==> src/verilog/z80_bus_macros.svh <==
// --------------------------------------------------------------------
// Bus map and serial timing constants. BANK_COUNT << BANK_ADDR_W
// must equal the 64 KiB Z80 space. BAUD_DIV is truncated to whole clocks
// --------------------------------------------------------------------
`ifndef Z80_BUS_MACROS_SVH
`define Z80_BUS_MACROS_SVH

// Memory map
`define BANK_COUNT		4			// Banks over the 64 KiB space
`define BANK_ADDR_W		14			// 16 KiB per bank

// I/O map
`define SERIAL_PORT		8'h10		// Transmit data and status port

// Serial timing
`define CLK_FREQ		43200000	// System clock in Hz
`define BAUD_RATE		115200		// 8N1 line rate
`define BAUD_DIV		(`CLK_FREQ / `BAUD_RATE)	// 375 clocks per bit

`endif

==> src/verilog/bus_types_pkg.sv <==
// --------------------------------------------------------------------
// Z80 bus widths. Bank index width follows BANK_COUNT
// --------------------------------------------------------------------
`include "z80_bus_macros.svh"

package bus_types_pkg;

	// CPU side
	typedef logic [15:0]	bus_addr_t;		// Full 16-bit address
	typedef logic [7:0]		bus_data_t;		// One data byte

	// ----------------------------------------------------------------
	// Bank split of the address
	// ----------------------------------------------------------------
	// Low part, location inside one bank
	typedef logic [`BANK_ADDR_W-1:0]			bank_offset_t;

	// High part, which bank answers
	typedef logic [$clog2(`BANK_COUNT)-1:0]		bank_index_t;

endpackage

==> src/verilog/read_data_mux.sv <==
// --------------------------------------------------------------------
// Read return merge. Purely combinational, adds no latency
// Returns are expected one-hot; others must be gated off
// --------------------------------------------------------------------
`include "z80_bus_macros.svh"

module read_data_mux (
	input	bus_types_pkg::bus_data_t	bank_rdata [`BANK_COUNT],
	input	logic [`BANK_COUNT-1:0]		bank_rdata_en,
	input	bus_types_pkg::bus_data_t	port_rdata,
	input								port_rdata_en,
	output	bus_types_pkg::bus_data_t	rdata,
	output	logic						rdata_en
);
	import bus_types_pkg::*;

	bus_data_t	w_merge;		// OR of all enabled returns

	// ----------------------------------------------------------------
	// Merge
	// ----------------------------------------------------------------
	always_comb begin
		w_merge = port_rdata_en ? port_rdata : '0;
		for (int i = 0; i < `BANK_COUNT; i++) begin
			if (bank_rdata_en[i]) begin
				w_merge = w_merge | bank_rdata[i];
			end
		end
	end

	assign rdata	= w_merge;
	assign rdata_en	= port_rdata_en || (|bank_rdata_en);	// Any target answered

	// Decoder and targets keep returns exclusive
	always_comb begin
		a_one_return: assert ($countones({bank_rdata_en, port_rdata_en}) <= 1)
			else $error("read_data_mux: overlapping returns %h %b",
				bank_rdata_en, port_rdata_en);
	end

endmodule

==> config.mk <==
export PLATFORM = sky130hd
export DESIGN_NAME = read_data_mux
export DESIGN_NICKNAME = d
export VERILOG_FILES = /design/src/verilog/bus_types_pkg.sv /design/src/verilog/read_data_mux.sv
export VERILOG_INCLUDE_DIRS = /design/src /design/src/verilog
export SDC_FILE = /design/constraint.sdc
export NUM_CORES = 1
export LEC_CHECK = 0
export BUFFER_PORTS_ARGS = -buffer_cell sky130_fd_sc_hd__buf_2
export CAP_MARGIN = 40
export CORE_AREA = 3 3 40 42
export DETAILED_ROUTE_END_ITERATION = 12
export DIE_AREA = 0 0 43 45
export PLACE_DENSITY_LB_ADDON = 0.25
export SYNTH_ARGS = -nofsm -noshare
export SYNTH_HDL_FRONTEND = slang
export SYNTH_SLANG_ARGS = --single-unit
==> constraint.sdc <==
create_clock -name vclk -period 1.3
set_input_delay 0.39 -clock vclk [all_inputs]
set_output_delay 0.39 -clock vclk [all_outputs]
set_load 0.02 [all_outputs]
==> flow_metrics.tcl <==
set metrics [dict create \
    status "finished, violations left" \
    violations "negative setup slack" \
    worstMarginPinSlew_ns 0.311 \
    grt_pass1_wl_um 2000 \
    firstDrtPassIters 4 \
    required_ns 0.91 \
    grt_pass1_vias 438 \
    setup_ws_ns -0.195 \
    period_needed_ns 1.50 \
    mostFrequentLayoutCells "buf_2 (41), buf_6 (10), nand2_1 (9), a222oi_1 (8), a22oi_1 (8)" \
    initial_core_util_pct 17.6 \
    dieArea_sq_um 1940 \
    yosysUniqueCellTypes 7 \
    cap_violations 0 \
    syn_to_final_growth_pct 167 \
    yosysWarnings 0 \
    hold_violations 0 \
    drt_iter0_drc 35 \
    avgViaCountPerCell 5.15 \
    slew_viol_final 0 \
    synth_area_per_cell_sq_um 7.08 \
    use_met3_pct 1.99 \
    cts_setup_buffers 0 \
    grt_usage_pct 13.0 \
    holdPathStages 4 \
    drive_gt1_share_pct 68.3 \
    grt_max_degree 10 \
    grtUsageMet2_pct 24.6 \
    routed_wl_um 1340 \
    numSequentialCells 0 \
    diodes 0 \
    num_vias 500 \
    hold_start "bank_rdata[12]" \
    syn_area_sq_um 226 \
    arrival_ns 1.11 \
    place_ws_ns -0.242 \
    gr-total-overflow 0 \
    mostFrequentLayoutCell "buf_2" \
    fmax_mhz 669 \
    nClkBuffers 0 \
    syn_inst 32 \
    cp-end-kind "output pin" \
    p_per_area_nw_per_um2 372 \
    antenna_found_initial 0 \
    ys_seq_area_share_pct 0 \
    final-setup-viol-count 8 \
    die_y_um 45 \
    busiest_layer "met2" \
    crit_fanout 5 \
    place_congestion 0.662 \
    slew_headroom_pct 79.3 \
    ir_drop_mv 0.153 \
    io_pins 54 \
    critical_path.startpoint_type "primary input" \
    io_buffers 54 \
    rsz0062_at_grt "yes" \
    die_w_um 43 \
    holdPathEnd "rdata[4]" \
    path_class "primary input to output pin" \
    ant_nets 0 \
    holdCritPathClass "primary input to output pin" \
    nets 129 \
    finalCritPeriodShare_pct 115 \
    seq_area_sq_um 0 \
    power_w 0.000225 \
    route.detailed.drc 0 \
    leakagePower_nw 0.318 \
    fp-row-count 13 \
    use_met1_pct 16.7 \
    post_drt_wl_per_cell_um 13.8 \
    syn_nets 77 \
    core_sq_um 1280 \
]
## kinds of logic after synthesis
group / synth area share [%]
AO/OA/AOI/OAI: 61.9
buffers and inverters: 19.3
AND/OR/NAND/NOR: 18.8
## timing repair
item / 4_1_cts / 5_1_grt
pin swaps: 12 / 5
endpoints found under the setup margin: 9 / 9
gates resized for setup: 20 / 9
cloned: 1 / 0
hold buffers: 0 / 0
## area by class of cell
type / count / area (sq um)
Fill cell: 124 / 679
Timing Repair Buffer: 55 / 393
Multi-Input combinational cell: 27 / 194
Tap cell: 15 / 18.8
## cell usage after synthesis
master    number  area [sq um]
nor3_1         1          5.00
a222oi_1       8          80.1
nand2_1        9          33.8
nor2_1         1          3.75
buf_2          2          10.0
a22oi_1        8          60.1
buf_6          3          33.8
## metrics by stage
stage / TNS, ns / instances / utilization, % / hold slack [ns] / instance area (sq um)
global placement: -1.67 / 96 / 36.7 / 1.10 / 472
global route: -1.78 / 97 / 47.1 / 1.12 / 606
detailed placement: -1.71 / 96 / 36.7 / 1.11 / 472
finish: -1.20 / 97 / 47.1 / 1.09 / 606
CTS: -1.20 / 97 / 44.1 / 1.09 / 567
floorplan: -0.550 / 32 / - / 0.978 / 226
## where the power goes
group	total [W]	switching, W	internal, W
combinational	0.000225	0.0000945	0.000131
clock	0	0	0
sequential	0	0	0
## per-layer routing
layer,routed length (um),share of wire (%)
met5,0,0
met4,0,0
met3,159,12
met2,673,50
met1,509,38
## critical path: stages
cell	delay, ns
buf_12	0.11
a222oi_1	0.35
nand2_1	0.11
buf_6	0.15
## worst max-delay path by stage
stage / cells past startpoint / slack, ns / startpoint / end
5_1_grt: 4 / -0.24 / port_rdata_en / rdata[4]
3_3_place_gp: 4 / -0.24 / port_rdata_en / rdata[7]
6_report: 4 / -0.20 / port_rdata_en / rdata[7]
4_1_cts: 4 / -0.20 / port_rdata_en / rdata[7]
2_1_floorplan: 3 / -0.07 / port_rdata_en / rdata[6]
3_5_place_dp: 4 / -0.24 / port_rdata_en / rdata[7]
(Power assumes the default switching activity.)
