--- config.mk ---
export PLATFORM = sky130hd
export DESIGN_NAME = serial_tx_port
export DESIGN_NICKNAME = d
export VERILOG_FILES = /design/src/verilog/bus_types_pkg.sv /design/src/verilog/serial_types_pkg.sv /design/src/verilog/serial_tx_port.sv
export VERILOG_INCLUDE_DIRS = /design/src /design/src/verilog
export SDC_FILE = /design/constraint.sdc
export NUM_CORES = 1
export LEC_CHECK = 0
export BUFFER_PORTS_ARGS = -buffer_cell sky130_fd_sc_hd__clkbuf_2
export CAP_MARGIN = 40
export CORE_ASPECT_RATIO = 1.2
export CORE_MARGIN = 1.5
export CORE_UTILIZATION = 37
export CTS_CLUSTER_SIZE = 24
export DETAILED_ROUTE_END_ITERATION = 10
export PLACE_DENSITY = 0.62
export SETUP_SLACK_MARGIN = 0.05
export SLEW_MARGIN = 30
export SYNTH_ARGS = -nofsm -noshare
export SYNTH_HDL_FRONTEND = slang
export SYNTH_SLANG_ARGS = --single-unit
--- constraint.sdc ---
create_clock -name clk -period 2.2 [get_ports clk]
set_input_delay 0.33 -clock clk [delete_from_list [all_inputs] [get_ports clk]]
set_output_delay 0.33 -clock clk [all_outputs]
set_load 0.05 [all_outputs]
--- src/verilog/z80_bus_macros.svh ---
// --------------------------------------------------------------------
// Bus map and serial timing constants. BANK_COUNT << BANK_ADDR_W
// must equal the 64 KiB Z80 space. BAUD_DIV is truncated to whole clocks
// --------------------------------------------------------------------
`ifndef Z80_BUS_MACROS_SVH
`define Z80_BUS_MACROS_SVH

// Memory map
`define BANK_COUNT		4			// Banks over the 64 KiB space
`define BANK_ADDR_W		14			// 16 KiB per bank

// I/O map
`define SERIAL_PORT		8'h10		// Transmit data and status port

// Serial timing
`define CLK_FREQ		43200000	// System clock in Hz
`define BAUD_RATE		115200		// 8N1 line rate
`define BAUD_DIV		(`CLK_FREQ / `BAUD_RATE)	// 375 clocks per bit

`endif

--- src/verilog/bus_types_pkg.sv ---
// --------------------------------------------------------------------
// Z80 bus widths. Bank index width follows BANK_COUNT
// --------------------------------------------------------------------
`include "z80_bus_macros.svh"

package bus_types_pkg;

	// CPU side
	typedef logic [15:0]	bus_addr_t;		// Full 16-bit address
	typedef logic [7:0]		bus_data_t;		// One data byte

	// ----------------------------------------------------------------
	// Bank split of the address
	// ----------------------------------------------------------------
	// Low part, location inside one bank
	typedef logic [`BANK_ADDR_W-1:0]			bank_offset_t;

	// High part, which bank answers
	typedef logic [$clog2(`BANK_COUNT)-1:0]		bank_index_t;

endpackage

--- src/verilog/serial_types_pkg.sv ---
// --------------------------------------------------------------------
// Serial transmitter types. Baud counter sized from BAUD_DIV
// --------------------------------------------------------------------
`include "z80_bus_macros.svh"

package serial_types_pkg;

	// Frame phases of one 8N1 character
	typedef enum logic [1:0] {
		tx_idle,		// Line high, ready for a byte
		tx_start,		// Start bit, line low
		tx_data,		// Eight data bits, LSB first
		tx_stop			// Stop bit, line high
	} tx_state_t;

	typedef logic [2:0]						bit_count_t;	// Data bit index 0..7
	typedef logic [$clog2(`BAUD_DIV)-1:0]	baud_count_t;	// Clocks within one bit

endpackage

--- src/verilog/serial_tx_port.sv ---
// --------------------------------------------------------------------
// Transmit-only 8N1 port. Writes while busy are dropped, no FIFO
// Status read gives busy in bit 0. One write per falling of wr_n
// --------------------------------------------------------------------
`include "z80_bus_macros.svh"

module serial_tx_port (
	input								clk,
	input								ff_reset_n,
	input								cs_n,
	input								rd_n,
	input								wr_n,
	input	bus_types_pkg::bus_data_t	wdata,
	output	bus_types_pkg::bus_data_t	rdata,
	output	logic						rdata_en,
	output	logic						serial_tx
);
	import bus_types_pkg::*;
	import serial_types_pkg::*;

	tx_state_t		ff_state;
	bit_count_t		ff_bit_cnt;
	baud_count_t	ff_baud_cnt;
	bus_data_t		ff_shift;			// Remaining data bits
	logic			ff_tx;
	logic			ff_wr_prev;			// Write strobe last edge
	bus_data_t		ff_rdata;
	logic			ff_rdata_en;
	logic			w_wr_req;
	logic			w_wr_start;
	logic			w_baud_end;
	logic			w_busy;

	assign w_wr_req		= !cs_n && !wr_n;
	assign w_busy		= (ff_state != tx_idle);
	assign w_wr_start	= w_wr_req && !ff_wr_prev && !w_busy;	// First edge only
	assign w_baud_end	= (ff_baud_cnt == baud_count_t'(`BAUD_DIV - 1));

	// ----------------------------------------------------------------
	// Write edge detect
	// ----------------------------------------------------------------
	always_ff @(posedge clk) begin
		if (!ff_reset_n) begin
			ff_wr_prev <= 1'b0;
		end
		else begin
			ff_wr_prev <= w_wr_req;
		end
	end

	// Bit period, held at zero when idle
	always_ff @(posedge clk) begin
		if (!ff_reset_n) begin
			ff_baud_cnt <= '0;
		end
		else if (!w_busy || w_baud_end) begin
			ff_baud_cnt <= '0;
		end
		else begin
			ff_baud_cnt <= ff_baud_cnt + 1'b1;
		end
	end

	// Loaded on accept, shifted as each bit goes out
	always_ff @(posedge clk) begin
		if (w_wr_start) begin
			ff_shift <= wdata;
		end
		else if (w_baud_end && (ff_state == tx_start || ff_state == tx_data)) begin
			ff_shift <= ff_shift >> 1;
		end
	end

	// ----------------------------------------------------------------
	// Frame FSM
	// ----------------------------------------------------------------
	always_ff @(posedge clk) begin
		if (!ff_reset_n) begin
			ff_state	<= tx_idle;
			ff_bit_cnt	<= '0;
			ff_tx		<= 1'b1;		// Line idles high
		end
		else begin
			case (ff_state)
			tx_idle: begin
				if (w_wr_start) begin
					ff_state	<= tx_start;
					ff_tx		<= 1'b0;	// Start bit next cycle
				end
			end
			tx_start: begin
				if (w_baud_end) begin
					ff_state	<= tx_data;
					ff_bit_cnt	<= '0;
					ff_tx		<= ff_shift[0];		// LSB first
				end
			end
			tx_data: begin
				if (w_baud_end) begin
					if (ff_bit_cnt == 3'd7) begin
						ff_state	<= tx_stop;
						ff_tx		<= 1'b1;
					end
					else begin
						ff_bit_cnt	<= ff_bit_cnt + 1'b1;
						ff_tx		<= ff_shift[0];
					end
				end
			end
			tx_stop: begin
				if (w_baud_end) begin
					ff_state <= tx_idle;		// Busy drops here
				end
			end
			default: begin
				ff_state <= tx_idle;
			end
			endcase
		end
	end

	// ----------------------------------------------------------------
	// Status read, same timing as a bank
	// ----------------------------------------------------------------
	always_ff @(posedge clk) begin
		if (!cs_n && !rd_n) begin
			ff_rdata <= {7'd0, w_busy};
		end
	end

	always_ff @(posedge clk) begin
		if (!ff_reset_n) begin
			ff_rdata_en <= 1'b0;
		end
		else begin
			ff_rdata_en <= !cs_n && !rd_n;
		end
	end

	assign rdata		= ff_rdata;
	assign rdata_en		= ff_rdata_en;
	assign serial_tx	= ff_tx;

	// Line must rest high between frames
	a_idle_high: assert property (@(posedge clk) disable iff (!ff_reset_n)
		(ff_state == tx_idle) |-> serial_tx)
		else $error("serial_tx_port: line low while idle");

endmodule

==> results of run 1 <==
worst max-delay path by stage:
stage          cells past startpoint  slack [ns]     endpoint         from
6_report                           5        0.37  ff_state[1]  ff_state[1]
5_1_grt                            5        0.22  ff_state[1]  ff_state[1]
4_1_cts                            5        0.38  ff_state[1]  ff_state[1]
3_5_place_dp                       4        0.36  ff_shift[4]         wr_n
3_3_place_gp                       4        0.41  ff_shift[5]         wr_n
2_1_floorplan                      6        0.47  ff_state[1]  ff_state[0]
power breakdown:
group          total [mW]  internal [mW]  switching [mW]
combinational       0.361          0.133           0.227
clock               0.273          0.125           0.147
sequential          0.597          0.564          0.0329
total                1.23          0.823           0.408
final cells by class:
| type | count | area (um2) |
|---|---|---|
| fill | 331 | 1910 |
| clock buffer | 3 | 41.3 |
| inverter | 6 | 22.5 |
| timing repair buffer | 16 | 82.6 |
| tap | 37 | 46.3 |
| multi-input combinational | 86 | 622 |
| sequential | 26 | 611 |
| clock inverter | 1 | 3.75 |
synth_stat cells (2+ instances only):
library cell | number | area (um2)
xor2_1 | 2 | 17.5
edfxtp_1 | 9 | 270
nor2_1 | 12 | 45.0
dfxtp_1 | 17 | 340
nand3_1 | 5 | 25.0
inv_1 | 6 | 22.5
nor2b_1 | 2 | 12.5
nor3_1 | 2 | 10.0
buf_4 | 7 | 52.6
mux2_2 | 7 | 78.8
nand2_1 | 10 | 37.5
or3_1 | 2 | 12.5
mux2i_1 | 3 | 30.0
and2_1 | 4 | 25.0
xnor2_1 | 5 | 43.8
ha_1 | 8 | 100
cell families (layout without fill, tap and decap cells):
family	count (synthesis)	count (layout)	synth area share (%)
compound gates	10	10	7.54
flops	26	26	47.2
other cells	1	7	0.290
simple gates	44	44	17.6
buf+inv	15	26	6.48
mux	10	10	8.41
fa+ha+maj	8	8	7.74
xor+xnor	7	7	4.74
layer usage:
layer / track usage [%] / vias to the layer above / routed length, um
li1: - / 437 / -
met3: 2.30 / 5 / 53
met4: 8.43 / 0 / 60
met1: 15.0 / 406 / 916
met2: 18.4 / 14 / 1050
met5: 0 / - / 0
sequential cells by signal, indices dropped and copies added (netlist names):
signal	flops
ff_baud_cnt	9
ff_bit_cnt	3
ff_shift	8
ff_state	2
ff_wr_prev	1
rdata	1
rdata_en	1
serial_tx	1
critical path, stage by stage (launching register included):
cell      delay, ns
dfxtp_1        0.39
inv_1          0.09
ha_1           0.25
or3_1          0.41
a222oi_1       0.40
mux2i_1        0.23
through the flow:
stage          hold slack, ns  power, mW  utilization (%)
3_5_place_dp            0.471      0.968             41.5
3_3_place_gp            0.454      0.958             41.5
6_report                0.221       1.23             42.8
4_1_cts                 0.209       1.25             42.8
2_1_floorplan           0.405      0.897                -
5_1_grt                 0.220       1.31             42.8
==> results.json, run 1 <==
{
  "nets": 160,
  "grt_pass1_vias": 798,
  "cts_setup_buffers": 0,
  "hp-start": "wr_n",
  "dp.cells": 171,
  "synth-main-ff-cell": "dfxtp_1",
  "cts_root_buffer": "clkbuf_8",
  "grt-ovfl-total": 0,
  "clkTransAtPathRegs_ns": 0.09,
  "dieHeight_um": 67.8,
  "track_usage_pct": 11.9,
  "grt_max_degree": 15,
  "finalWeightedCongestion": 0.775,
  "drive_above_1_share_pct": 22.5,
  "setup_tns_ns": 0,
  "cts-resized-gates": 0,
  "hp-class": "input pin to flop",
  "cp_max_fo": 4,
  "drt_iter0_markers": 11,
  "finalWorstSetupSlack_ns": 0.368,
  "setup_viol": 0,
  "synth_seq_cells": 26,
  "reg2reg_from": "ff_state[1]",
  "wl_per_cell_um": 11.9,
  "status": "completed",
  "seq_area_frac_synth_pct": 47.2,
  "hold_buffers": 0,
  "fin_worst_skew_ns": 0.00258,
  "dp_hpwl_um": 1550,
  "post_dp_cell_area_mm2": 0.00138,
  "firstDrtPassIters": 6,
  "routed_wl_um": 2080,
  "syn_inst": 121,
  "dr_total_vias": 862,
  "placementRows": 23,
  "cap_viol_max_count": 0,
  "start_util_pct": 38.8,
  "die_area_mm2": 0.00386,
  "coreArea_mm2": 0.00334,
  "final_hold_viol_count": 0,
  "drv_slew": 0,
  "clock_latency_ns": 0.27,
  "insertedDiodeCount": 0,
  "numCtsBuffers": 3,
  "grt_first_pass_wirelength_um": 3490,
  "clk_path_buf_depth": 2,
  "final_cells": 175,
  "synth-edff-count": 9,
  "drcViolationCount": 0,
  "yosys_warnings": 0,
  "yosysUniqueCellTypes": 36,
  "hold_path_depth": 2,
  "layout.cell_area.non_filler_mm2": 0.00143,
  "cp_data_arrival_time_ns": 2.04,
  "period_needed_ns": 1.83,
  "htree_levels": 1,
  "dp_slack_ns": 0.365,
  "syn2layout_area_growth_pct": 10.4,
  "async_reset_ff_share_pct": 0,
  "cp-start-kind": "flop",
  "numPortBuffers": 15,
  "min_to": "ff_wr_prev",
  "power.leakage_nw": 0.569,
  "power_density_mw_per_mm2": 861,
  "die_w_um": 57.0,
  "r2r-end": "ff_state[1]",
  "final_cell_mix": "dfxtp_1 (17), clkbuf_2 (15), nor2_1 (12)",
  "irDropWorstVdd_uv": 365,
  "cts_tree": "yes",
  "ioPinCount": 23,
  "end_kind": "flop",
  "clkSinkCount": 26,
  "synth_area_mm2": 0.00129,
  "avgSynthCellArea_um2": 10.7,
  "r2r_slack_ns": 0.37,
  "antenna_found_initial": 0,
  "ff2ff_path_depth": 5,
  "critPathRequiredTime_ns": 2.41,
  "path_class": "flop to flop",
  "final_common_cell": "dfxtp_1",
  "finalCritPeriodShare_pct": 83.3,
  "grt_setup_unrepaired": "no",
  "via_per_inst": 4.93,
  "maxClockFrequency_mhz": 546,
  "antenna_left": 0
}
Note: power is estimated with default switching activity, not from simulation.
==> run 2: changes to the inputs <==
Settings changed: ABC_AREA from default to 1, PLACE_DENSITY 0.62 to 0.64.
Clock period 2.2 ns to 1.5 ns, I/O delays scaled along.
==> run 2 against run 1 <==
Against the previous run:
- the run now ends with DRC left
- critical path depth increased by 1
- final cell count grew 22%
- final area increased by 16%
- utilization up 5.6 points
- clock power increased by 49%
- combinational power is 140% higher
- sequential share of layout area shrank 5.6 points
- routed wire length grew 21%
- count of clock-buffer cells in the layout unchanged
- worst setup slack got worse by 0.25 ns
- fmax up 33%
- critical endpoint is now ff_shift[4]
- largest power group unchanged
==> results.json, run 2 <==
{
  "critPathTopFamily": "flip-flops",
  "coreArea_mm2": 0.00342,
  "synth_top_area_share_pct": 25.2,
  "synth_area_mm2": 0.00135,
  "synth_seq_cells": 26,
  "yosysUniqueCellTypes": 28,
  "antenna_left": 0,
  "ys_top_cells_by_area": "dfxtp_1 (25%), edfxtp_1 (20%), ha_1 (7.4%), nand2_1 (7.2%), mux2_2 (5.8%)",
  "yosysTopAreaCell": "dfxtp_1",
  "period_needed_ns": 1.38,
  "grt_setup_unrepaired": "no",
  "finalWeightedCongestion": 0.902,
  "end_kind": "flop",
  "final_cell_mix": "nand2_1 (23), nor2_1 (17), clkbuf_2 (15)",
  "clk_path_buf_depth": 2,
  "irDropWorstVdd_uv": 581,
  "clock_latency_ns": 0.27,
  "die_area_mm2": 0.00403,
  "power_density_mw_per_mm2": 1290,
  "yosys_warnings": 0,
  "via_per_inst": 4.87,
  "power.leakage_nw": 0.694,
  "hp-class": "input pin to flop",
  "regMostFlops": "ff_baud_cnt",
  "reg2reg_from": "ff_baud_cnt[0]",
  "cp_num_buf_inv": 1,
  "grt_pass1_vias": 1082,
  "dp_hpwl_um": 1820,
  "firstDrtPassIters": 10,
  "numPortBuffers": 15,
  "synthMuxAreaShare_pct": 5.83,
  "maxClockFrequency_mhz": 724,
  "async_reset_ff_share_pct": 0,
  "wl_per_cell_um": 11.7,
  "critPathRequiredTime_ns": 1.46,
  "routed_wl_um": 2510,
  "cts_root_buffer": "clkbuf_8",
  "critPathLaunch": "ff_baud_cnt[0]",
  "hp-start": "rd_n",
  "clkSinkCount": 26,
  "fin_worst_skew_ns": 0.00379,
  "drcViolationCount": 2,
  "htree_levels": 1,
  "path_cells": "inv_1 > ha_1 > nand2_2 > nor2_4 > nand2_4 > o21ai_4",
  "track_usage_pct": 13.1,
  "largest_register_ff_count": 9,
  "synthSimpleGateAreaFrac_pct": 27.0,
  "clkTransAtPathRegs_ns": 0.09,
  "nets": 199,
  "cap_viol_max_count": 0,
  "antenna_found_initial": 0,
  "path_class": "flop to flop",
  "hold_buffers": 0,
  "syn2layout_area_growth_pct": 22.7,
  "synth_commonest_cells": "nand2_1 (26), dfxtp_1 (17), nor2_1 (17), inv_1 (15), edfxtp_1 (9)",
  "slowest_stage": "dfxtp_1",
  "drv_slew": 0,
  "holdWs_ns": 0.125,
  "synth-adder-area-share_pct": 7.40,
  "setup_tns_ns": 0,
  "finalCritPeriodShare_pct": 92.1,
  "drt_iter0_markers": 55,
  "avgSynthCellArea_um2": 9.08,
  "final_hold_viol_count": 0,
  "grt_first_pass_wirelength_um": 4230,
  "setup_viol": 0,
  "grt-ovfl-total": 0,
  "grt_max_degree": 15,
  "die_w_um": 58.2,
  "final_common_cell": "nand2_1",
  "insertedDiodeCount": 0,
  "seq_area_frac_synth_pct": 45.1,
  "r2r_slack_ns": 0.12,
  "cp_data_arrival_time_ns": 1.34,
  "dr_total_vias": 1042,
  "failed_checks": "DRC",
  "yosysMostFrequentCell": "nand2_1",
  "reg_top3": "ff_baud_cnt: 9 flops, ff_shift: 8 flops, ff_bit_cnt: 3 flops",
  "synth_top_family_by_area": "simple AND/OR/NAND/NOR gates",
  "synth-edff-count": 9,
  "dieHeight_um": 69.2,
  "cp_slowest_stage_delay_ns": 0.32,
  "status": "finished with violations",
  "drive_above_1_share_pct": 37.9,
  "start_util_pct": 39.5,
  "cp_max_fo": 8,
  "numCtsBuffers": 3,
  "cp-start-kind": "flop",
  "syn_inst": 149,
  "ioPinCount": 23,
  "synth-xor-area-share_pct": 1.30,
  "cts_tree": "yes",
  "synth-main-ff-cell": "dfxtp_1",
  "placementRows": 23,
  "synth_compound_area_share_pct": 4.72
}
[run 2: cell families (layout without fill, tap and decap cells)]
logic type / Yosys count / count (layout)
AOI/OAI and AO/OA: 12 / 12
muxes: 7 / 7
adders and majority gates: 8 / 8
buffers and inverters: 23 / 45
other: 1 / 7
DFF: 26 / 26
and+or+nand+nor: 70 / 70
xor gates and xnor gates: 2 / 2
[run 2: routing by layer]
metal	wire length (um)	track usage, %	vias to the layer above
met4	47	6.20	0
met2	1330	23.0	18
li1	-	-	527
met3	86	2.61	5
met1	1050	14.8	492
met5	0	0	-
[run 2: cell type report]
type	instances	area (um2)
well taps	37	46.3
clock inverters	1	3.75
multi-input cells	106	734
clock buffers	3	41.3
inverters	16	62.6
repair buffers	25	154
flip-flops and latches	26	617
fillers	326	1770
[run 2: where the power goes]
part | total [mW] | internal, mW | switching (mW)
clock | 0.408 | 0.184 | 0.224
sequential | 0.874 | 0.833 | 0.0410
combinational | 0.864 | 0.338 | 0.527
total | 2.15 | 1.35 | 0.791
[run 2: final timing paths]
check	endpoint	cells past startpoint
min	rdata_en	2
max reg2reg	ff_shift[4]	6
min reg2reg	serial_tx	2
max	ff_shift[4]	6
[run 2: what timing repair did]
item | CTS | global route
buffers inserted | 2 | 3
resized for setup | 3 | 21
setup endpoints to repair | 9 | 20
pin swaps | 1 | 5
[run 2: through the flow]
| step | cells | power (mW) | setup WS, ns | utilization (%) | instance area [um2] |
|---|---|---|---|---|---|
| floorplan | 155 | 1.38 | 0.0558 | - | 1390 |
| finish | 214 | 2.15 | 0.118 | 48.4 | 1660 |
| detailed placement | 205 | 1.55 | 0.00283 | 43.6 | 1490 |
| global placement | 205 | 1.53 | 0.0646 | 43.6 | 1490 |
| global route | 214 | 2.29 | 0.0338 | 48.4 | 1660 |
| CTS | 211 | 2.00 | 0.0504 | 45.7 | 1570 |
==> run 3: changes to the inputs <==
Settings changed: CTS_CLUSTER_DIAMETER from default to 30, PLACE_DENSITY 0.64 to 0.58, SKIP_CTS_REPAIR_TIMING from default to 1.
==> run 3 against run 2 <==
Against the previous run:
- the flow still finishes with violations (DRC)
- sequential cell count is the same
- sequential share of layout area grew 0.52 points
- clock skew down 0.0012 ns
- worst setup slack got worse by 0.043 ns
- register-to-register slack lost 0.04 ns
- final cell count is the same
- critical endpoint is now ff_state[0]
- count of clock-buffer cells in the layout unchanged
- utilization down 0.77 points
- critical path type unchanged
- die area did not move
==> results.json, run 3 (synthesized netlist as in run 2, its figures left out) <==
{
  "holdWs_ns": 0.119,
  "coreArea_mm2": 0.00342,
  "cts_tree": "yes",
  "insertedDiodeCount": 0,
  "largest_register_ff_count": 9,
  "power_density_mw_per_mm2": 1340,
  "grt_pass1_vias": 978,
  "grtUsageMet3_pct": 3.36,
  "failed_checks": "DRC",
  "hold_path_depth": 2,
  "busiest_layer": "met2",
  "dp_hpwl_um": 1750,
  "maxClockFrequency_mhz": 702,
  "grt_util_met2_pct": 21.3,
  "critPathRequiredTime_ns": 1.67,
  "setup_viol": 0,
  "routed_wl_um": 2350,
  "dp_slack_ns": 0.0130,
  "grt_max_degree": 16,
  "numCtsBuffers": 3,
  "status": "finished with violations",
  "die_area_mm2": 0.00403,
  "min_to": "rdata_en",
  "drv_slew": 0,
  "global_route.usage.met1_pct": 15.3,
  "power.leakage_nw": 0.700,
  "r2r-end": "ff_state[0]",
  "clock_latency_ns": 0.27,
  "via_per_inst": 4.77,
  "ioPinCount": 23,
  "dr_total_vias": 1021,
  "grt_setup_unrepaired": "yes",
  "antenna_found_initial": 0,
  "clkSinkCount": 26,
  "end_kind": "flop",
  "firstDrtPassIters": 9,
  "clkTransAtPathRegs_ns": 0.09,
  "cp_max_fo": 5,
  "reg_top3": "ff_baud_cnt: 9 flops, ff_shift: 8 flops, ff_bit_cnt: 3 flops",
  "hp-start": "rd_n",
  "clk_path_buf_depth": 2,
  "ff2ff_path_depth": 9,
  "wl_per_cell_um": 11.0,
  "cp_data_arrival_time_ns": 1.59,
  "track_usage_pct": 12.6,
  "hp-class": "input pin to flop",
  "reg2reg_from": "ff_state[0]",
  "grt_first_pass_wirelength_um": 4050,
  "nets": 199,
  "fin_worst_skew_ns": 0.00264,
  "finalWeightedCongestion": 0.751,
  "setup_tns_ns": 0,
  "grt-ovfl-total": 0,
  "dieHeight_um": 69.2,
  "drt_iter0_markers": 50,
  "finalWorstSetupSlack_ns": 0.0748,
  "antenna_left": 0,
  "start_util_pct": 39.5,
  "regMostFlops": "ff_baud_cnt",
  "final_hold_viol_count": 0,
  "irDropWorstVdd_uv": 861,
  "numPortBuffers": 15,
  "placementRows": 23,
  "cap_viol_max_count": 0,
  "cp-start-kind": "flop",
  "cts_root_buffer": "clkbuf_8",
  "final_common_cell": "nand2_1",
  "path_class": "flop to flop",
  "syn2layout_area_growth_pct": 20.7,
  "period_needed_ns": 1.43,
  "die_w_um": 58.2,
  "r2r_slack_ns": 0.07,
  "htree_levels": 1,
  "final_cell_mix": "nand2_1 (24), nor2_1 (17), clkbuf_2 (15)",
  "finalCritPeriodShare_pct": 95.0,
  "drcViolationCount": 4,
  "drive_above_1_share_pct": 35.0
}
## run 3: changes by cell type in the layout (fill, tap and decap cells not counted), moves of 2 or more
cell	delta
ha_4	-3
dfxtp_2	+2
inv_1	+3
inv_2	-2
nand3_1	+2
nand3_2	-2
ha_2	+2
## run 3: worst max-delay path by stage
stage                      from     endpoint  slack [ns]
global placement    ff_state[1]  ff_shift[5]        0.07
detailed placement  ff_state[1]  ff_shift[0]        0.01
finish              ff_state[0]  ff_state[0]        0.07
global route        ff_state[1]  ff_shift[6]        0.02
floorplan           ff_state[0]  ff_shift[0]        0.06
CTS                 ff_state[1]  ff_shift[0]       0.006
## run 3: cell type report
class / count / area [um2]
fill: 331 / 1790
sequential: 26 / 616
clock buffer: 3 / 41.3
inverter: 16 / 60.1
clock inverter: 1 / 30.0
multi-input combinational: 106 / 689
timing repair buffer: 25 / 150
tap: 37 / 46.3
## run 3: stage by stage
stage | utilization, % | std cells | total power, mW | area (um2)
2_1_floorplan | - | 155 | 1.38 | 1390
3_3_place_gp | 43.8 | 206 | 1.54 | 1500
3_5_place_dp | 43.8 | 206 | 1.56 | 1500
4_1_cts | 45.9 | 210 | 2.14 | 1570
5_1_grt | 47.7 | 214 | 2.33 | 1630
6_report | 47.7 | 214 | 2.19 | 1630
## run 3: critical path: stages (launching register included)
cell and delay (ns):
dfxtp_2 0.33, buf_4 0.13, ha_1 0.20, inv_1 0.07, nand2_2 0.08, or2_1 0.22, nand2_2 0.10, nand3_1 0.08
nand2_1 0.07, nor2_1 0.04
## run 3: metal layers
metal / up-vias / part of all wire (%)
li1: 528 / -
met1: 469 / 43
met2: 22 / 52
met3: 2 / 3.9
met4: 0 / 0.60
met5: - / 0
## run 3: power breakdown
part | switching (mW) | internal (mW) | total (mW) | leakage, nW
registers | 0.0363 | 0.832 | 0.868 | 0.223
clock network | 0.215 | 0.357 | 0.572 | 0.0357
logic | 0.465 | 0.285 | 0.750 | 0.441
